--- src/hw/uartPkg.sv ---
/*
 * Shared definitions for the ROM message beacon.
 * Holds the message text, the register map, the reset defaults and the
 * structs that carry configuration and bytes between the blocks.
 */
package uartPkg;

    // Message store geometry
    localparam int MSG_LEN = 16;                    // Bytes in the beacon message
    localparam int ADDR_W  = 4;                     // ROM address width
    localparam int LEN_W   = ADDR_W + 1;            // Wide enough to hold MSG_LEN itself

    // First character sent sits in the top byte of the literal
    localparam logic [8*MSG_LEN-1:0] MSG_TEXT = "Hello, beacon!\r\n";

    localparam logic [LEN_W-1:0] LEN_MAX = LEN_W'(MSG_LEN);    // Longest legal message

    // Serial timing defaults, all in clock cycles
    localparam logic [15:0] BAUD_DIV_RESET = 16'd8;     // Cycles per bit after reset
    localparam logic [15:0] BAUD_DIV_MIN   = 16'd2;     // Shortest bit the serializer handles
    localparam logic [15:0] GAP_RESET      = 16'd64;    // Idle cycles between repetitions

    // Register map of the configuration write port
    localparam logic [1:0] REG_BAUD = 2'd0;
    localparam logic [1:0] REG_LEN  = 2'd1;
    localparam logic [1:0] REG_GAP  = 2'd2;
    localparam logic [1:0] REG_CTRL = 2'd3;             // Bit 0 is the run bit

    // One write request on the configuration port
    typedef struct packed {
        logic [1:0]  addr;
        logic [15:0] data;
    } cfgWrite_t;

    // Live configuration as seen by the driver and the serializer
    typedef struct packed {
        logic [15:0]      baudDiv;   // Cycles per bit, never below BAUD_DIV_MIN
        logic [LEN_W-1:0] msgLen;    // Bytes per message, 1 to MSG_LEN
        logic [15:0]      gap;       // Idle cycles after msgDone
        logic             run;       // Keep repeating while set
    } txCfg_t;

    // Byte offered to the serializer
    typedef struct packed {
        logic [7:0] data;
        logic       last;            // Marks the final byte of a message
    } txByte_t;

    localparam txCfg_t CFG_RESET = '{
        baudDiv: BAUD_DIV_RESET,
        msgLen:  LEN_MAX,
        gap:     GAP_RESET,
        run:     1'b0
    };

endpackage

--- src/hw/messageRom.sv ---
/*
 * Message ROM with one registered read port.
 * Contents are unpacked from the package message text at elaboration,
 * so entry 0 holds the first character on the line.
 */
module messageRom
    import uartPkg::*;
(
    input  logic              Enable,
    input  logic              arstN,
    input  logic              rdEn,      // Read strobe from the driver
    input  logic [ADDR_W-1:0] addr,
    output logic [7:0]        rdData     // Valid one cycle after rdEn
);

    logic [7:0] romMem [MSG_LEN];

    // Byte i of the text sits counted down from the top of the literal
    for (genvar i = 0; i < MSG_LEN; i++) begin : gRomFill
        assign romMem[i] = MSG_TEXT[8*(MSG_LEN-1-i) +: 8];
    end

    // Output register holds its value between strobes
    always_ff @(posedge Enable or negedge arstN) begin
        if (!arstN) begin
            rdData <= '0;
        end else if (rdEn) begin
            rdData <= romMem[addr];     // Every address maps to an entry
        end
    end

endmodule

--- src/hw/romUartTop.sv ---
/*
 * Top level of the ROM message beacon.
 * Joins the configuration registers, message ROM, sequencer and
 * UART serializer.
 */
module romUartTop
    import uartPkg::*;
(
    input  logic      Enable,
    input  logic      arstN,
    input  logic      cfgValid,
    output logic      cfgReady,
    input  cfgWrite_t cfgReq,
    output logic      txd,
    output logic      msgDone
);

    txCfg_t            cfg;
    logic              busy;
    logic              rdEn;
    logic [ADDR_W-1:0] romAddr;
    logic [7:0]        romData;
    logic              byteValid;
    logic              byteReady;
    txByte_t           byteData;
    logic              frameDone;

    txConfig u_txConfig (
        .Enable(Enable), .arstN(arstN), .cfgValid(cfgValid), .cfgReady(cfgReady),
        .cfgReq(cfgReq), .busy(busy), .cfg(cfg)
    );

    messageRom u_messageRom (
        .Enable(Enable), .arstN(arstN), .rdEn(rdEn), .addr(romAddr), .rdData(romData)
    );

    // Sequencer sits between the ROM and the serializer
    txDriver u_txDriver (
        .Enable(Enable), .arstN(arstN), .cfg(cfg), .rdEn(rdEn), .addr(romAddr),
        .rdData(romData), .byteValid(byteValid), .byteReady(byteReady),
        .byteData(byteData), .frameDone(frameDone), .busy(busy), .msgDone(msgDone)
    );

    uartTx u_uartTx (
        .Enable(Enable), .arstN(arstN), .baudDiv(cfg.baudDiv), .byteValid(byteValid),
        .byteReady(byteReady), .byteData(byteData), .txd(txd), .frameDone(frameDone)
    );

endmodule

--- src/hw/txConfig.sv ---
/*
 * Configuration registers for the beacon.
 * A valid/ready write port sets baud divisor, message length, gap and
 * run bit, clamps values into their legal range and stalls while a
 * message is in flight.
 */
module txConfig
    import uartPkg::*;
(
    input  logic      Enable,
    input  logic      arstN,
    input  logic      cfgValid,
    output logic      cfgReady,
    input  cfgWrite_t cfgReq,
    input  logic      busy,         // Driver is in the middle of a message
    output txCfg_t    cfg
);

    logic             wrEn;
    logic [15:0]      baudClamp;
    logic [LEN_W-1:0] lenClamp;

    assign cfgReady = !busy;                    // Writes wait for the message to end
    assign wrEn     = cfgValid && cfgReady;

    // Baud divisor below 2 would leave no room for the bit counter
    always_comb begin
        if (cfgReq.data < BAUD_DIV_MIN) baudClamp = BAUD_DIV_MIN;
        else baudClamp = cfgReq.data;
    end

    // Length is pulled into 1 to MSG_LEN
    always_comb begin
        if (cfgReq.data == 16'd0) begin
            lenClamp = LEN_W'(1);
        end else if (cfgReq.data > 16'(MSG_LEN)) begin
            lenClamp = LEN_MAX;                 // Longer than the ROM holds
        end else begin
            lenClamp = cfgReq.data[LEN_W-1:0];
        end
    end

    always_ff @(posedge Enable or negedge arstN) begin
        if (!arstN) begin
            cfg <= CFG_RESET;                   // Run comes up clear
        end else if (wrEn) begin
            case (cfgReq.addr)
                REG_BAUD: cfg.baudDiv <= baudClamp;
                REG_LEN:  cfg.msgLen  <= lenClamp;
                REG_GAP:  cfg.gap     <= cfgReq.data;
                REG_CTRL: cfg.run     <= cfgReq.data[0];    // Upper bits are ignored
                default:  cfg         <= cfg;
            endcase
        end
    end

endmodule

--- src/hw/txDriver.sv ---
/*
 * Transmit sequencer for the beacon.
 * Walks the ROM from address 0 to msgLen-1, offers each byte to the
 * serializer, waits for the last frame, pulses msgDone and then idles
 * for the programmed gap before it looks at the run bit again.
 */
module txDriver
    import uartPkg::*;
(
    input  logic              Enable,
    input  logic              arstN,
    input  txCfg_t            cfg,
    output logic              rdEn,
    output logic [ADDR_W-1:0] addr,
    input  logic [7:0]        rdData,
    output logic              byteValid,
    input  logic              byteReady,
    output txByte_t           byteData,
    input  logic              frameDone,
    output logic              busy,
    output logic              msgDone
);

    typedef enum logic [2:0] {
        stIdle,     // Waiting for run
        stFetch,    // ROM read in flight
        stOffer,    // Byte held on the handshake
        stDrain,    // Last frame still on the line
        stGap       // Counting idle cycles between messages
    } drvState_t;

    drvState_t   state;
    logic [15:0] gapCnt;
    logic        lastAddr;

    // Current address is the final one of this message
    assign lastAddr = ({1'b0, addr} == cfg.msgLen - 1'b1);

    // Settings are locked from the first fetch until the last stop bit
    assign busy = (state == stFetch) || (state == stOffer) || (state == stDrain);

    always_ff @(posedge Enable or negedge arstN) begin
        if (!arstN) begin
            state     <= stIdle;
            rdEn      <= 1'b0;
            addr      <= '0;
            byteValid <= 1'b0;
            msgDone   <= 1'b0;
            gapCnt    <= '0;
        end else begin
            msgDone <= 1'b0;                                // Single cycle pulse
            case (state)
                stIdle: begin
                    if (cfg.run) begin                      // Start a fresh message
                        addr  <= '0;
                        rdEn  <= 1'b1;
                        state <= stFetch;
                    end
                end
                stFetch: begin
                    if (rdEn) begin
                        rdEn <= 1'b0;                       // ROM samples on this edge
                    end else begin
                        byteValid <= 1'b1;                  // Data captured below
                        state     <= stOffer;
                    end
                end
                stOffer: begin
                    if (byteReady) begin                    // Serializer took the byte
                        byteValid <= 1'b0;
                        if (byteData.last) begin
                            state <= stDrain;
                        end else begin
                            addr  <= addr + 1'b1;
                            rdEn  <= 1'b1;
                            state <= stFetch;
                        end
                    end
                end
                stDrain: begin
                    // Earlier frameDone pulses land before the last transfer
                    if (frameDone) begin
                        msgDone <= 1'b1;
                        gapCnt  <= '0;
                        state   <= stGap;
                    end
                end
                stGap: begin
                    if (gapCnt == cfg.gap) state <= stIdle; // Run is checked again in idle
                    else gapCnt <= gapCnt + 1'b1;
                end
                default: state <= stIdle;
            endcase
        end
    end

    // Byte register loads when the ROM word has settled
    always_ff @(posedge Enable) begin
        if (state == stFetch && !rdEn) begin
            byteData.data <= rdData;
            byteData.last <= lastAddr;
        end
    end

endmodule

--- src/hw/uartTx.sv ---
/*
 * 8N1 UART serializer.
 * Accepts one byte over valid/ready while idle, then drives a start
 * bit, eight data bits LSB first and a stop bit, each baudDiv cycles
 * long, and pulses frameDone as the stop bit ends.
 */
module uartTx
    import uartPkg::*;
(
    input  logic        Enable,
    input  logic        arstN,
    input  logic [15:0] baudDiv,      // Cycles per bit, at least 2
    input  logic        byteValid,
    output logic        byteReady,
    input  txByte_t     byteData,
    output logic        txd,
    output logic        frameDone
);

    logic        sending;     // A frame is on the line
    logic [8:0]  shiftReg;    // Data bits with the stop bit behind them
    logic [3:0]  bitCnt;      // 0 is start, 1 to 8 data, 9 stop
    logic [15:0] baudCnt;
    logic        bitEnd;
    logic        accept;

    assign byteReady = !sending;
    assign accept    = byteValid && !sending;
    assign bitEnd    = (baudCnt == baudDiv - 16'd1);    // Last cycle of the current bit

    always_ff @(posedge Enable or negedge arstN) begin
        if (!arstN) begin
            sending   <= 1'b0;
            txd       <= 1'b1;                          // Line idles high
            bitCnt    <= '0;
            baudCnt   <= '0;
            frameDone <= 1'b0;
        end else begin
            frameDone <= 1'b0;
            if (accept) begin
                sending <= 1'b1;
                txd     <= 1'b0;                        // Start bit from the next cycle on
                bitCnt  <= '0;
                baudCnt <= '0;
            end else if (sending) begin
                if (bitEnd) begin
                    baudCnt <= '0;
                    if (bitCnt == 4'd9) begin
                        sending   <= 1'b0;              // Stop bit done, ready again
                        frameDone <= 1'b1;
                    end else begin
                        txd    <= shiftReg[0];          // Data LSB first, then stop
                        bitCnt <= bitCnt + 1'b1;
                    end
                end else begin
                    baudCnt <= baudCnt + 1'b1;
                end
            end
        end
    end

    // Ones shift in behind the data so the line stays high after stop
    always_ff @(posedge Enable) begin
        if (accept) begin
            shiftReg <= {1'b1, byteData.data};
        end else if (sending && bitEnd) begin
            shiftReg <= {1'b1, shiftReg[8:1]};
        end
    end

endmodule

--- config.mk ---
export PLATFORM = sky130hd
export DESIGN_NAME = romUartTop
export DESIGN_NICKNAME = d
export VERILOG_FILES = /design/src/hw/uartPkg.sv /design/src/hw/messageRom.sv /design/src/hw/romUartTop.sv /design/src/hw/txConfig.sv /design/src/hw/txDriver.sv /design/src/hw/uartTx.sv
export SDC_FILE = /design/constraint.sdc
export NUM_CORES = 1
export LEC_CHECK = 0
export ABC_AREA = 1
export BUFFER_PORTS_ARGS = -buffer_cell sky130_fd_sc_hd__buf_2
export CELL_PAD_IN_SITES_DETAIL_PLACEMENT = 0
export CELL_PAD_IN_SITES_GLOBAL_PLACEMENT = 2
export CORE_ASPECT_RATIO = 1.2
export CORE_UTILIZATION = 25
export DETAILED_ROUTE_END_ITERATION = 7
export GPL_ROUTABILITY_DRIVEN = 0
export MAX_ROUTING_LAYER = met4
export PLACE_DENSITY = 0.59
export SLEW_MARGIN = 30
export SYNTH_ARGS = -nofsm -noshare
export SYNTH_HDL_FRONTEND = slang
export SYNTH_SLANG_ARGS = --single-unit
--- constraint.sdc ---
create_clock -name Enable -period 3 [get_ports Enable]
set_input_delay 0.3 -clock Enable [delete_from_list [all_inputs] [get_ports Enable]]
set_output_delay 0.3 -clock Enable [all_outputs]
set_load 0.02 [all_outputs]
==> flow_metrics.tcl, run 1 <==
set metrics [dict create \
    cts.sinks 110 \
    critPathMostFrequentCell "nand2_1" \
    drc_errors 0 \
    vias 5251 \
    crit_arrival_ns 2.49 \
    r2r_cells 12 \
    io_buffers 23 \
    worstPathCellList "inv_2 -> ha_1 -> nand3_4 -> nor2_4 -> nand2_1 -> nand2_1 -> nand2_1 -> nor2_1 -> nand3_2 -> nor2_4 -> nand2_1 -> nand2_1" \
    relSlewSlack_pct 51.19 \
    start_util_pct 25.59 \
    first_iter_violations 175 \
    design.core.area_um2 24910 \
    worst_slack_ns 0.5486 \
    areaGrowthSynthToFinish_pct 12.80 \
    via_per_inst 4.488 \
    fillers 2787 \
    hold_viol_final 5 \
    status "finished, violations left" \
    diodes 0 \
    layout_common_cells "nand2_1, inv_1, dfrtp_1, nor2_1, nand3_1" \
    rows 63 \
    antenna_found_initial 0 \
    cts_made_buffers 9 \
    synth.cell_area_um2 6375 \
    cts-root-buf "clkbuf_16" \
    yosysTopAreaCell "dfrtp_1" \
    final_common_cell "nand2_1" \
    power_uw 5791 \
    die-area_um2 26140 \
    io_pins 24 \
    power_density_nw_per_um2 805.4 \
    cp.required_ns 3.04 \
    wl_mm 16.59 \
    maxCapViolCount 0 \
    fin_worst_skew_ns 0.009717 \
    violations "negative hold slack" \
    netlist_top_cells_area "dfrtp_1, nand2_1, edfxtp_1" \
    crit_type "reg -> reg" \
    ctsHoldBuffers 0 \
    cts_resized 0 \
    async_flop_share_pct 85.45 \
    fin_crit_ns 2.451 \
    finalCritPeriodShare_pct 81.71 \
    postSynthCellCount 816 \
    grt_usage_pct 14.16 \
    clk_pin_slew_ns 0.08 \
    clockBufferDepth 2 \
    clock_latency_ns 0.37 \
    ys_types 42 \
    yosysTopAreaCellShare_pct 35.33 \
    crit_path_max_fanout 8 \
    tightest_slew_ns 0.7294 \
    synth_nets 850 \
    grt_first_pass_wirelength_mm 27.95 \
    holdWs_ns -0.01636 \
    synth_edf_count 16 \
    fin_nets 874 \
    drtAntennaViolNets 0 \
    irDropWorstVdd_v 0.0003945 \
    pre_cts_ws_ns 0.5189 \
    avgSynthCellArea_um2 7.812 \
    hold_path.class "in -> async" \
    cts_tree "built" \
    slew_viol_final 0 \
    cp_slowest_cell "dfrtp_1" \
    die_w_um 147.8 \
    final.setup.tns_ns 0 \
    hpwl_mm 12.67 \
    yosysWarningCount 0 \
    cts_setup_buffers 0 \
    fmax_ghz 0.4079 \
    drive_above_1_share_pct 10.65 \
    yosys_most_used_dff "dfrtp_1" \
    gr-total-overflow 0 \
    grt_start_max_net_pins 95 \
    setup_viol 0 \
    yosys_register_bits 110 \
    dr.pass1.iters 5 \
    chipHeight_um 176.9 \
    endpoint_kind "flop" \
    wire_per_inst_um 14.18 \
    p_leak_uw 0.003250 \
    htreeDepth 3 \
    grt_pass1_vias 5300 \
    max_stage_delay_ns 0.40 \
    seq_area_frac_synth_pct 44.51 \
    rsz0062_at_grt "false" \
    setup.worst_path.start_class "flop" \
]
where the power goes:
| part | switching (uW) | internal [uW] | leakage [uW] |
|---|---|---|---|
| clock | 650 | 593 | 0.000141 |
| combinational | 1330 | 813 | 0.00176 |
| sequential | 447 | 1960 | 0.00134 |
synthesized netlist by cell type, types with 2 or more instances:
library cell / n
buf_2: 6
xnor2_1: 25
nand2_2: 5
nand3_1: 61
inv_2: 7
ha_1: 13
o31ai_1: 3
or2_2: 2
xor2_1: 22
mux2_2: 4
nand4_1: 25
nand3_2: 3
o22ai_1: 16
nand2_1: 207
nor2_1: 79
nand3_4: 2
nor2_2: 7
a31oi_1: 3
nor3_1: 13
nor2_4: 4
clkinv_1: 7
a21oi_1: 14
o21ai_0: 60
inv_1: 93
edfxtp_1: 16
nor3_2: 2
dfstp_2: 4
dfrtp_1: 90
clkbuf_1: 10
stage by stage:
step / cells / instance area, um2 / hold slack (ns) / utilization (%)
floorplan: 816 / 6375 / 0.004409 / -
global placement: 1154 / 6892 / 0.4131 / 27.67
detailed placement: 1154 / 6892 / 0.4166 / 27.67
CTS: 1170 / 7191 / 0.01728 / 28.87
global route: 1170 / 7191 / 0.04326 / 28.87
finish: 1170 / 7191 / -0.01636 / 28.87
kinds of logic (layout without fill, tap and decap cells):
group	count (synthesis)	in the layout	synth area share [%]
simple gates	413	413	29.19
buf+inv	125	154	7.557
flops	110	110	44.51
compound gates	104	104	9.029
xor+xnor	47	47	6.457
fa+ha+maj	13	13	2.552
mux	4	4	0.7065
layer usage:
| layer | share of wire [%] | GRT usage (%) |
|---|---|---|
| met4 | 3.1 | 6.916 |
| met5 | 0 | - |
| met1 | 47 | 17.44 |
| met2 | 48 | 23.09 |
| met3 | 1.8 | 1.546 |
path summary, 6_finish.rpt:
kind,startpoint,to,slack [ns]
max,u_txConfig.cfg[22],u_uartTx.shiftReg[5],0.55
max in group asynchronous,arstN,u_uartTx.txd,2.60
min,arstN,u_txConfig.cfg[32],-0.02
min reg2reg,u_uartTx.shiftReg[0],u_uartTx.txd,0.45
min in group Enable,cfgReq[5],u_txConfig.cfg[27],0.18
max reg2reg,u_txConfig.cfg[22],u_uartTx.shiftReg[5],0.55
layout make-up:
class,count,area (um2),area share [%]
inverters,107,401.6,5.586
clock inverters,7,73.82,1.027
multi-input cells,581,3055,42.49
clock buffers,9,225.2,3.132
flip-flops and latches,110,2838,39.46
well taps,325,406.6,5.655
repair buffers,31,190.2,2.645
flip-flops by register name, indices dropped and copies added (netlist names):
name	flops
u_txConfig.cfg	38
u_uartTx.shiftReg	8
u_txDriver.gapCnt	16
u_uartTx.txd	1
u_txDriver.msgDone	1
u_uartTx.bitCnt	4
u_messageRom.rdData	7
u_txDriver.byteData	8
u_txDriver.addr	4
u_uartTx.baudCnt	16
u_txDriver.byteValid	1
u_uartTx.frameDone	1
u_uartTx.sending	1
u_txDriver.rdEn	1
u_txDriver.state	3
worst max-delay path, delay by kind of cell, from the launching register on:
family	cells	cell delay, ns
AND/OR/NAND/NOR	10	1.36
flip-flops	1	0.40
adder cells (fa/ha/maj)	1	0.26
buffers and inverters	1	0.10
No activity file was read; power rests on OpenSTA's default activity.
==> inputs of run 2 (changes only) <==
--- a/config.mk
+++ b/config.mk
@@ -14,7 +14,7 @@
 export DETAILED_ROUTE_END_ITERATION = 7
 export GPL_ROUTABILITY_DRIVEN = 0
 export MAX_ROUTING_LAYER = met4
-export PLACE_DENSITY = 0.59
+export PLACE_DENSITY = 0.61
 export SLEW_MARGIN = 30
 export SYNTH_ARGS = -nofsm -noshare
 export SYNTH_HDL_FRONTEND = slang
==> constraint.sdc (replaced) <==
create_clock -name Enable -period 2.1 [get_ports Enable]
set_input_delay 0.21 -clock Enable [delete_from_list [all_inputs] [get_ports Enable]]
set_output_delay 0.21 -clock Enable [all_outputs]
set_load 0.02 [all_outputs]
==> flow_metrics.tcl, run 2 (same netlist as run 1, synthesis figures left out) <==
set metrics [dict create \
    layout_common_cells "nand2_1, inv_1, dfrtp_1, nor2_1, buf_4" \
    wire_per_inst_um 14.04 \
    switching_share_pct 40.68 \
    p_comb_share_pct 43.8 \
    finalCritPeriodShare_pct 99.16 \
    fmax_ghz 0.4802 \
    io_buffers 23 \
    setup.worst_path.start_class "flop" \
    grt_usage_pct 14.64 \
    fin_crit_ns 2.082 \
    dr.pass1.iters 4 \
    grt_pass1_vias 5409 \
    diodes 0 \
    status "completed" \
    die-area_um2 26140 \
    io_pins 24 \
    hp-start "cfgReq[2]" \
    max_stage_delay_ns 0.40 \
    crit_arrival_ns 2.32 \
    setup_viol 0 \
    largest_reg_flops 38 \
    crit_family "simple AND/OR/NAND/NOR gates" \
    pwr-share-clk_pct 18.5 \
    rr_endpoint "u_uartTx.sending" \
    p_leak_uw 0.003551 \
    hold_viol_final 0 \
    fin_cells 1230 \
    cts_tree "built" \
    hpwl_mm 13.44 \
    fin_nets 934 \
    clockBufferDepth 2 \
    die_w_um 147.8 \
    endpoint_kind "flop" \
    first_iter_violations 202 \
    holdWs_ns 0.1054 \
    antenna_found_initial 0 \
    grt_first_pass_wirelength_mm 28.86 \
    cts-root-buf "clkbuf_16" \
    wl_mm 17.26 \
    rsz0062_at_grt "true" \
    hold_path_depth 3 \
    drtAntennaViolNets 0 \
    vias 5341 \
    worst_slack_ns 0.01767 \
    maxCapViolCount 0 \
    chipHeight_um 176.9 \
    crit_path_max_fanout 5 \
    pre_cts_ws_ns -0.1259 \
    seqPwrFrac_pct 37.7 \
    slew_viol_final 0 \
    largest-register "u_txConfig.cfg" \
    switchingPower_uw 3638 \
    htreeDepth 3 \
    post-place-cells 1205 \
    grt_start_max_net_pins 41 \
    worstPathCellList "buf_6 -> nor2_4 -> nand2_8 -> nor2_8 -> nand3_2 -> nand2_2 -> nand2_2 -> nor2_4 -> nand3_4 -> nor2_4 -> nand2_2 -> buf_6 -> nor2_4 -> nor2_1" \
    clock_latency_ns 0.36 \
    irDropWorstVdd_v 0.0004235 \
    clk_pin_slew_ns 0.08 \
    drc_errors 0 \
    finalInstanceArea_um2 7824 \
    areaGrowthSynthToFinish_pct 22.73 \
    start_util_pct 25.59 \
    rows 63 \
    hold_path.class "in -> reg" \
    tightest_slew_ns 0.5272 \
    p_int_uw 5307 \
    cp_slowest_cell "dfrtp_1" \
    critPathMostFrequentCell "nor2_4" \
    crit_buf_inv 2 \
    reg2reg_slack_ns 0.02 \
    r2r-start "u_txConfig.cfg[23]" \
    whs_endpoint "u_txConfig.cfg[24]" \
    placed_cell_area_um2 7302 \
    final_common_cell "nand2_1" \
    crit_type "reg -> reg" \
    via_per_inst 4.342 \
    gr-total-overflow 0 \
    reg.largest.list "u_txConfig.cfg (38), u_txDriver.gapCnt (16), u_uartTx.baudCnt (16)" \
    fin_worst_skew_ns 0.01823 \
    r2r_cells 14 \
    cts.sinks 110 \
    cts_made_buffers 9 \
    power_density_nw_per_um2 1143 \
    cp.required_ns 2.34 \
    drive_above_1_share_pct 19.67 \
    design.core.area_um2 24910 \
    relSlewSlack_pct 64.82 \
]
run 2: cell types whose count changed in the layout (fill, tap and decap cells not counted), sizes merged:
cell / delta
clkbuf: +1
nor2: +1
dlygate4sd3: +1
inv: -3
buf: +58
clkinv: +1
clkinvlp: +1
run 2: metrics by stage:
stage / total power [uW] / TNS (ns) / utilization [%]
detailed placement: 7044 / -1.799 / 29.31
CTS: 8863 / -0.5830 / 30.75
finish: 8945 / 0 / 31.41
global placement: 7072 / -1.335 / 29.31
global route: 9778 / -2.535 / 31.41
floorplan: 5724 / 0 / -
run 2: how the worst max path moves through the flow:
stage                       startpoint  cells past startpoint  slack [ns]                   end
floorplan           u_txConfig.cfg[22]                     12        0.02  u_uartTx.shiftReg[0]
global placement    u_txConfig.cfg[22]                     13       -0.10  u_uartTx.shiftReg[2]
detailed placement  u_txConfig.cfg[23]                     12       -0.13  u_uartTx.shiftReg[3]
CTS                 u_txConfig.cfg[22]                     13       -0.05  u_uartTx.shiftReg[6]
global route        u_txConfig.cfg[23]                     14       -0.13      u_uartTx.sending
finish              u_txConfig.cfg[23]                     14        0.02      u_uartTx.sending
run 2: final cells by class:
| class | instances | area (um2) |
|---|---|---|
| Sequential cell | 110 | 2838 |
| Tap cell | 325 | 406.6 |
| Timing Repair Buffer | 90 | 671.9 |
| Clock inverter | 6 | 47.55 |
| Multi-Input combinational cell | 582 | 3229 |
| Clock buffer | 10 | 229.0 |
| Fill cell | 2768 | 17090 |
| Inverter | 107 | 401.6 |
run 2: routing by layer:
| metal | GRT usage, % | share of wire (%) |
|---|---|---|
| met1 | 18.95 | 49 |
| met2 | 23.96 | 48 |
| met3 | 1.933 | 1.5 |
| met4 | 3.995 | 1.5 |
| met5 | - | 0 |
run 2: what timing repair did:
item	in CTS	in global routing
endpoints found under the hold margin	19	0
gates cloned	1	0
gates resized for setup	15	29
pin swaps	8	9
hold buffers	1	0
setup buffers	2	7
endpoints found under the setup margin	28	30
run 2: power groups by stage:
stage | sequential (uW) | clock (uW) | combinational, uW
after floorplan | 3270 | 0 | 2450
after global placement | 3420 | 0 | 3650
after detailed placement | 3420 | 0 | 3620
after CTS | 3390 | 1720 | 3750
after global routing | 3470 | 1800 | 4500
final | 3370 | 1660 | 3920
run 2: worst min-delay path, stage by stage:
cell and delay [ns]:
buf_2 0.10, nand2_1 0.05, o21ai_0 0.06
==> inputs of run 3 (changes only) <==
--- a/config.mk
+++ b/config.mk
@@ -14,7 +14,7 @@
 export DETAILED_ROUTE_END_ITERATION = 7
 export GPL_ROUTABILITY_DRIVEN = 0
 export MAX_ROUTING_LAYER = met4
-export PLACE_DENSITY = 0.61
+export PLACE_DENSITY = 0.59
 export SLEW_MARGIN = 30
 export SYNTH_ARGS = -nofsm -noshare
 export SYNTH_HDL_FRONTEND = slang
==> constraint.sdc (replaced) <==
create_clock -name Enable -period 2.4 [get_ports Enable]
set_input_delay 0.24 -clock Enable [delete_from_list [all_inputs] [get_ports Enable]]
set_output_delay 0.24 -clock Enable [all_outputs]
set_load 0.02 [all_outputs]
==> flow_metrics.tcl, run 3 (same netlist as run 1, synthesis figures left out) <==
set metrics [dict create \
    hp-start "cfgReq[4]" \
    crit_type "reg -> reg" \
    slew_viol_final 0 \
    maxCapViolCount 0 \
    gr-total-overflow 0 \
    io_pins 24 \
    power_density_nw_per_um2 1008 \
    crit_family "simple AND/OR/NAND/NOR gates" \
    drtAntennaViolNets 0 \
    antenna_found_initial 0 \
    rsz0062_at_grt "false" \
    largest-register "u_txConfig.cfg" \
    die_w_um 147.8 \
    fin_worst_skew_ns 0.009922 \
    max_stage_delay_ns 0.38 \
    endpoint_kind "flop" \
    crit_buf_inv 1 \
    crit_path_max_fanout 8 \
    worst_slack_ns 0.2519 \
    relSlewSlack_pct 50.86 \
    cts_tree "built" \
    cts.sinks 110 \
    status "completed" \
    r2r-start "u_txConfig.cfg[23]" \
    crit_arrival_ns 2.21 \
    drive_above_1_share_pct 12.22 \
    post-place-cells 1165 \
    finalCritPeriodShare_pct 89.50 \
    tightest_slew_ns 0.7344 \
    pre_cts_ws_ns 0.04641 \
    fin_crit_ns 2.148 \
    via_per_inst 4.454 \
    hold_path.class "in -> reg" \
    final_common_cell "nand2_1" \
    start_util_pct 25.59 \
    setup_viol 0 \
    htreeDepth 3 \
    setup.worst_path.start_class "flop" \
    p_leak_uw 0.003327 \
    fin_cells 1184 \
    drc_errors 0 \
    clock_latency_ns 0.36 \
    largest_reg_flops 38 \
    hold_viol_final 0 \
    grt_first_pass_wirelength_mm 28.54 \
    chipHeight_um 176.9 \
    wire_per_inst_um 14.22 \
    final.setup.tns_ns 0 \
    irDropWorstVdd_v 0.0004129 \
    cts-root-buf "clkbuf_16" \
    design.core.area_um2 24910 \
    cp_slowest_cell "dfrtp_1" \
    die-area_um2 26140 \
    vias 5273 \
    hpwl_mm 13.14 \
    cts_made_buffers 9 \
    clockBufferDepth 2 \
    cp.required_ns 2.47 \
    startpoint "u_txConfig.cfg[23]" \
    areaGrowthSynthToFinish_pct 14.86 \
    grt_pass1_vias 5337 \
    clk_pin_slew_ns 0.08 \
    reg.largest.list "u_txConfig.cfg (38), u_txDriver.gapCnt (16), u_uartTx.baudCnt (16)" \
    fin_nets 888 \
    grt_usage_pct 14.45 \
    worstPathCellList "inv_1 -> ha_1 -> nand3_4 -> nor2_4 -> nand2_1 -> nand2_1 -> nand2_1 -> nor2_1 -> nand3_2 -> nor2_4 -> nand2_2 -> nand2_4" \
    dr.pass1.iters 5 \
    diodes 0 \
    first_iter_violations 285 \
    fmax_ghz 0.4655 \
    grt_start_max_net_pins 56 \
    holdWs_ns 0.1269 \
    layout_common_cells "nand2_1, inv_1, dfrtp_1, nor2_1, nand3_1" \
    io_buffers 23 \
    critPathMostFrequentCell "nand2_1" \
    wl_mm 16.83 \
    rows 63 \
]
[run 3: worst paths after layout]
| kind | end | slack, ns | depth (start not counted) |
|---|---|---|---|
| max in group asynchronous | u_txConfig.cfg[21] | 1.21 | 3 |
| min in group asynchronous | u_txConfig.cfg[36] | 0.43 | 2 |
| max | u_uartTx.shiftReg[3] | 0.25 | 12 |
| min reg2reg | u_uartTx.txd | 0.46 | 2 |
| min | u_txConfig.cfg[26] | 0.13 | 3 |
| max reg2reg | u_uartTx.shiftReg[3] | 0.25 | 12 |
[run 3: cell type report]
cell class	count	area (um2)
inverter	107	401.6
multi-input combinational	581	3068
timing repair buffer	45	297.8
tap	325	406.6
clock inverter	7	85.08
fill	2759	17590
sequential	110	2838
clock buffer	9	225.2
[run 3: power breakdown]
part	total, uW	leakage [uW]	internal [uW]	switching [uW]
logic	2790	0.00183	1100	1690
registers	3000	0.00134	2450	546
clock network	1600	0.000150	827	772
total	7380	0.00333	4370	3010
[run 3: per-stage QoR]
step           utilization (%)  area [um2]  total power (uW)
6_report                 29.40        7322              7381
5_1_grt                  29.40        7322              8090
4_1_cts                  29.28        7295              7453
3_5_place_dp             28.00        6974              5818
3_3_place_gp             28.00        6974              5824
2_1_floorplan                -        6375              5009
[run 3: worst register-to-register path, cell delays in order (launching register included)]
cell     delay (ns)
dfrtp_1        0.38
inv_1          0.07
ha_1           0.25
nand3_4        0.13
nor2_4         0.18
nand2_1        0.11
nand2_1        0.07
nand2_1        0.05
nor2_1         0.11
nand3_2        0.14
nor2_4         0.16
nand2_2        0.09
nand2_4        0.12
[run 3: what timing repair did]
action,4_1_cts,5_1_grt
setup buffers,0,2
setup endpoints to repair,0,11
hold endpoints to repair,38,0
resized for setup,0,4
hold buffers,1,0
[run 3: per-layer routing]
layer | part of all wire (%) | GRT usage [%]
met5 | 0 | -
met4 | 1.3 | 4.167
met3 | 1.5 | 1.804
met2 | 50 | 24.65
met1 | 47 | 17.85
